`src/rtl/mul_types_pkg.sv`:
```
// multiplier datapath types: operand, extended operand and product row widths
package mul_types_pkg;

    // ======================================================================
    // widths

    // one operand or one result half
    localparam int XLEN = 64;

    // operand plus two copies of the sign bit, so unsigned values stay positive
    localparam int EXT_W = XLEN + 2;

    // full product of two extended operands
    localparam int PROD_W = 2 * EXT_W;

    // ======================================================================
    // vector types

    typedef logic [XLEN-1:0] xlen_t;

    typedef logic [EXT_W-1:0] ext_t;

    // one partial-product row, or the reduced sum / carry vector
    typedef logic [PROD_W-1:0] prod_t;

endpackage
```
`src/rtl/mul_op_pkg.sv`:
```
// multiplier operation constants: word width, booth row count and pipeline depth
package mul_op_pkg;

    // word-mode operands use the low half of each register
    localparam int WORD_W = 32;

    // radix-4 booth retires two multiplier bits per row
    localparam int PP_ROWS = mul_types_pkg::EXT_W / 2;

    // booth rows plus the row holding all negation bits
    localparam int TREE_ROWS = PP_ROWS + 1;

    // input sample to out_valid, in clock edges
    localparam int PIPE_LAT = 2;

endpackage

```
`src/rtl/mul_reduce_if.sv`:
```
// carry-save result link from the reduction tree to the final adder
`timescale 1ns/1ns

interface mul_reduce_if;

    logic                 valid;
    mul_types_pkg::prod_t sum;
    mul_types_pkg::prod_t carry;
    logic                 word;

    // tree side, registered values
    modport producer (
        output valid,
        output sum,
        output carry,
        output word
    );

    // adder side
    modport consumer (
        input valid,
        input sum,
        input carry,
        input word
    );

endinterface

```
`src/rtl/final_add_stage.sv`:
```
// output stage: carry-propagate add of sum and carry, word-mode formatting
`timescale 1ns/1ns

module final_add_stage (
    mul_reduce_if.consumer       red,
    output logic                 out_valid,
    output mul_types_pkg::xlen_t result_hi,
    output mul_types_pkg::xlen_t result_lo
);

    mul_types_pkg::prod_t product;

    // single wide adder, the only carry chain in the design
    assign product = red.sum + red.carry;

    assign out_valid = red.valid;

    always_comb begin
        if (red.word) begin
            // low word sign-extended, high half unused
            result_hi = '0;
            result_lo = {{(mul_types_pkg::XLEN - mul_op_pkg::WORD_W){product[mul_op_pkg::WORD_W-1]}},
                         product[mul_op_pkg::WORD_W-1:0]};
        end else begin
            result_hi = product[2*mul_types_pkg::XLEN-1 : mul_types_pkg::XLEN];
            result_lo = product[mul_types_pkg::XLEN-1:0];
        end
    end

endmodule

```
`src/flat_wrapper.sv`:
```
// flat-port wrapper written by rule: the top's interface ports become plain ports
module final_add_stage_flat 
  (out_valid, result_hi, result_lo, red_valid, red_sum, red_carry, red_word);
  mul_reduce_if red_i ();
  output logic out_valid;
  output mul_types_pkg::xlen_t result_hi;
  output mul_types_pkg::xlen_t result_lo;
  input wire logic [$bits(red_i.valid)-1:0] red_valid;
  input wire logic [$bits(red_i.sum)-1:0] red_sum;
  input wire logic [$bits(red_i.carry)-1:0] red_carry;
  input wire logic [$bits(red_i.word)-1:0] red_word;
  assign red_i.valid = red_valid;
  assign red_i.sum = red_sum;
  assign red_i.carry = red_carry;
  assign red_i.word = red_word;
  final_add_stage u_core (.red(red_i), .out_valid(out_valid), .result_hi(result_hi), .result_lo(result_lo));
endmodule
```
`config.mk`:
```
export PLATFORM = sky130hd
export DESIGN_NAME = final_add_stage_flat
export DESIGN_NICKNAME = d
export VERILOG_FILES = /design/src/rtl/mul_types_pkg.sv /design/src/rtl/mul_op_pkg.sv /design/src/rtl/mul_reduce_if.sv /design/src/rtl/final_add_stage.sv /design/src/flat_wrapper.sv
export SDC_FILE = /design/constraint.sdc
export NUM_CORES = 1
export LEC_CHECK = 0
export BUFFER_PORTS_ARGS = -buffer_cell sky130_fd_sc_hd__buf_2
export CORE_AREA = 2 2 156 158
export DETAILED_ROUTE_END_ITERATION = 10
export DIE_AREA = 0 0 158 160
export PLACE_DENSITY = 0.68
export SYNTH_ARGS = -nofsm -noshare
export SYNTH_HDL_FRONTEND = slang
export SYNTH_SLANG_ARGS = --single-unit
```
`constraint.sdc`:
```
create_clock -name vclk -period 4
set_input_delay 0.4 -clock vclk [all_inputs]
set_output_delay 0.4 -clock vclk [all_outputs]
set_load 0.03 [all_outputs]
```
==> impl_metrics.toml <==
[outcome]
status = "finished clean"

[yosys]
synth_cell_type_count = 78
mean_instance_size_in_the_synthesized_netlist_um2 = 6.38
yosysSeqAreaShare_pct = 0
yosys_warnings = 0
synth-xor-area-share_pct = 10.2
synth.mux.area_fraction_pct = 0.806
synthesis.instances = 1459
post_synth_instance_area_mm2 = 0.00932
synth-simple-area-share_pct = 26.8
compound_gate_portion_of_the_synthesized_area_pct = 40.0
combinational_family_with_the_most_area_after_synthesis = "compound AO/OA/AOI/OAI gates"
synthTopCellsByArea = "sky130_fd_sc_hd__ha_1, sky130_fd_sc_hd__a21oi_1, sky130_fd_sc_hd__a21o_1"
synth_fp_nets = 1853
synthDominantCellAreaShare_pct = 17.1
synth_fa_ha_area_share_pct = 17.3
yosys.area.top_type = "sky130_fd_sc_hd__ha_1"

[setup_path]
endpoint_arrival_time_on_the_critical_path_ns = 3.58
critical_path_peak_fanout = 4
crit_path_end_kind = "output pin"
critPathKind = "in2out"
worst-endpoint-required_ns = 3.60
crit_end = "result_hi[35]"
worstSetupStartpointType = "primary input"
setup.worst_path.start = "red_carry[1]"

[cells_and_area]
drive_above_1_share_pct = 35.7
layout.nets = 2383
final_core_util_pct = 56.8
clock_buffers = 0
final_cell_area_mm2 = 0.0135
fin_cells = 2312
layout_commonest_cell = "sky130_fd_sc_hd__buf_2"
num-fill-cells = 2443
area_used_by_sequential_logic_in_the_layout_um2 = 0
sequential_cell_total = 0
most-common-layout-cells = "sky130_fd_sc_hd__buf_2, sky130_fd_sc_hd__buf_4, sky130_fd_sc_hd__a21oi_1"
area_growth_syn_to_layout_pct = 45.3

[placement]
gp_routability_congestion = 0.962
number_of_port_buffers = 385
placement.setup.worst_slack_ns = -0.215
placed_area_mm2 = 0.0129
place_hpwl_mm = 38.2
dp.cells = 2300

[sta]
fin_tns_setup_ns = 0
min_period_ns = 3.98
finalHoldViolations = 0
slew_viol_final = 0
grt_setup_unrepaired = "true"
period_share_pct = 99.5
peak_freq_mhz = 251
endpoints_failing_setup = 0
timing.hold.ws_ns = 0.800
max-slew-margin-rel_pct = 40.6
worst_slack_ns = 0.0218
worst_pin_slew_ns = 0.891

[route]
postRouteWirelength_mm = 44.8
drtAntennaViolNets = 0
vias_per_cell = 5.80
drt_pre_antenna_iters = 7
initialDrtViolationCount = 997
count_of_unresolved_drc_violations_after_routing = 0
vias = 13419
drt-wirelength-per-cell_um = 19.4

[global_routing]
grt_max_degree = 92
overflow = 0
grtUsageTotal_pct = 32.5
grt_antenna_before_repair = 0
grt_first_pass_wirelength_mm = 66.5
grt_pass1_vias = 12929

[power]
p_comb_share_pct = 100.0
power_switching_mw = 1.80
power.clock.fraction_pct = 0
share_seq_of_total_power_pct = 0
post-layout-total-power_mw = 2.92
p_int_mw = 1.12
static_leakage_nw = 6.57
irDropWorstVdd_mv = 0.121
power_switching_share_pct = 61.5
powerDensity_mw_per_mm2 = 216

[flow_run]
cap_viol_max_count = 0

[hold_path]
min_delay_path_depth = 0
hold_path_class = "in2out"

[die]
die-area_mm2 = 0.0253
ios = 395
chipHeight_um = 160
row_count = 57
die_w_um = 158
placeableCoreArea_mm2 = 0.0238
initial_core_utilization_pct = 39.1

[clock_network]
postCtsHoldBufs = 0
-- layer usage --
layer / GRT usage (%) / wire length [um] / up-vias / part of all wire [%]
met5: 0 / 0 / - / 0
met4: 10.9 / 1900 / 0 / 4.2
met3: 2.93 / 3170 / 113 / 7.1
met2: 59.1 / 21900 / 651 / 49
met1: 39.6 / 17800 / 6182 / 40
li1: - / - / 6473 / -
-- cells in the mapped netlist (all sizes together), types with 6 or more instances --
cell type,number
nor2,165
a21o,82
a31oi,14
nand2b,11
clkbuf,61
a211oi,10
o31ai,12
o211ai,11
xnor2,69
ha,127
o21ai,125
and3,7
nand2,153
o21bai,43
o221ai,6
a21boi,14
xor2,40
inv,35
a221oi,9
o21a,24
nand4,60
nand3,16
buf,18
or3,7
nor2b,15
nor3,48
or2,11
a21oi,185
-- critical path, stage by stage --
cell,delay [ns]
sky130_fd_sc_hd__buf_8,0.10
sky130_fd_sc_hd__ha_4,0.27
sky130_fd_sc_hd__a21oi_4,0.05
sky130_fd_sc_hd__nand4b_1,0.21
sky130_fd_sc_hd__buf_4,0.16
sky130_fd_sc_hd__buf_4,0.13
sky130_fd_sc_hd__a21oi_2,0.17
sky130_fd_sc_hd__o21ai_2,0.12
sky130_fd_sc_hd__a31oi_4,0.29
sky130_fd_sc_hd__o21ai_4,0.12
sky130_fd_sc_hd__a211oi_2,0.28
sky130_fd_sc_hd__o211ai_1,0.24
sky130_fd_sc_hd__a211oi_2,0.46
sky130_fd_sc_hd__nor4_2,0.10
sky130_fd_sc_hd__a211o_1,0.29
sky130_fd_sc_hd__buf_2,0.19
-- power groups by stage --
stage	Clock, mW	Sequential, mW	Combinational (mW)
2_1_floorplan	0	0	1.74
3_3_place_gp	0	0	2.76
3_5_place_dp	0	0	2.77
4_1_cts	0	0	2.81
6_report	0.0000000335	0	2.92
5_1_grt	0	0	3.12
-- cell type report --
class,instances,area (um2),share of cell area (%)
repair buffers,607,3660,27.0
multi-input cells,1345,9340,69.0
inverters,35,131,0.971
diodes,1,2.50,0.0185
well taps,324,405,3.00
-- repair_timing --
item                                    4_1_cts  5_1_grt
endpoints found under the setup margin       20       55
pin swaps                                    14       39
resized for setup                            27       81
buffers inserted                              5        7
gates cloned                                  0        0
-- worst min path at each step --
stage               from        end  slack [ns]
3_5_place_dp   red_valid  out_valid        0.80
6_report       red_valid  out_valid        0.80
5_1_grt        red_valid  out_valid        0.80
2_1_floorplan  red_valid  out_valid        0.93
4_1_cts        red_valid  out_valid        0.80
3_3_place_gp   red_valid  out_valid        0.80
-- cells by family (layout without fill, tap and decap cells) --
logic type	count (synthesis)	after routing
other	0	1
AND/OR/NAND/NOR	526	526
multiplexers	7	7
adder cells (fa/ha/maj)	128	128
buffers and inverters	114	642
XOR/XNOR	109	109
AO/OA/AOI/OAI	575	575
No activity file was read; power rests on OpenSTA's default activity.
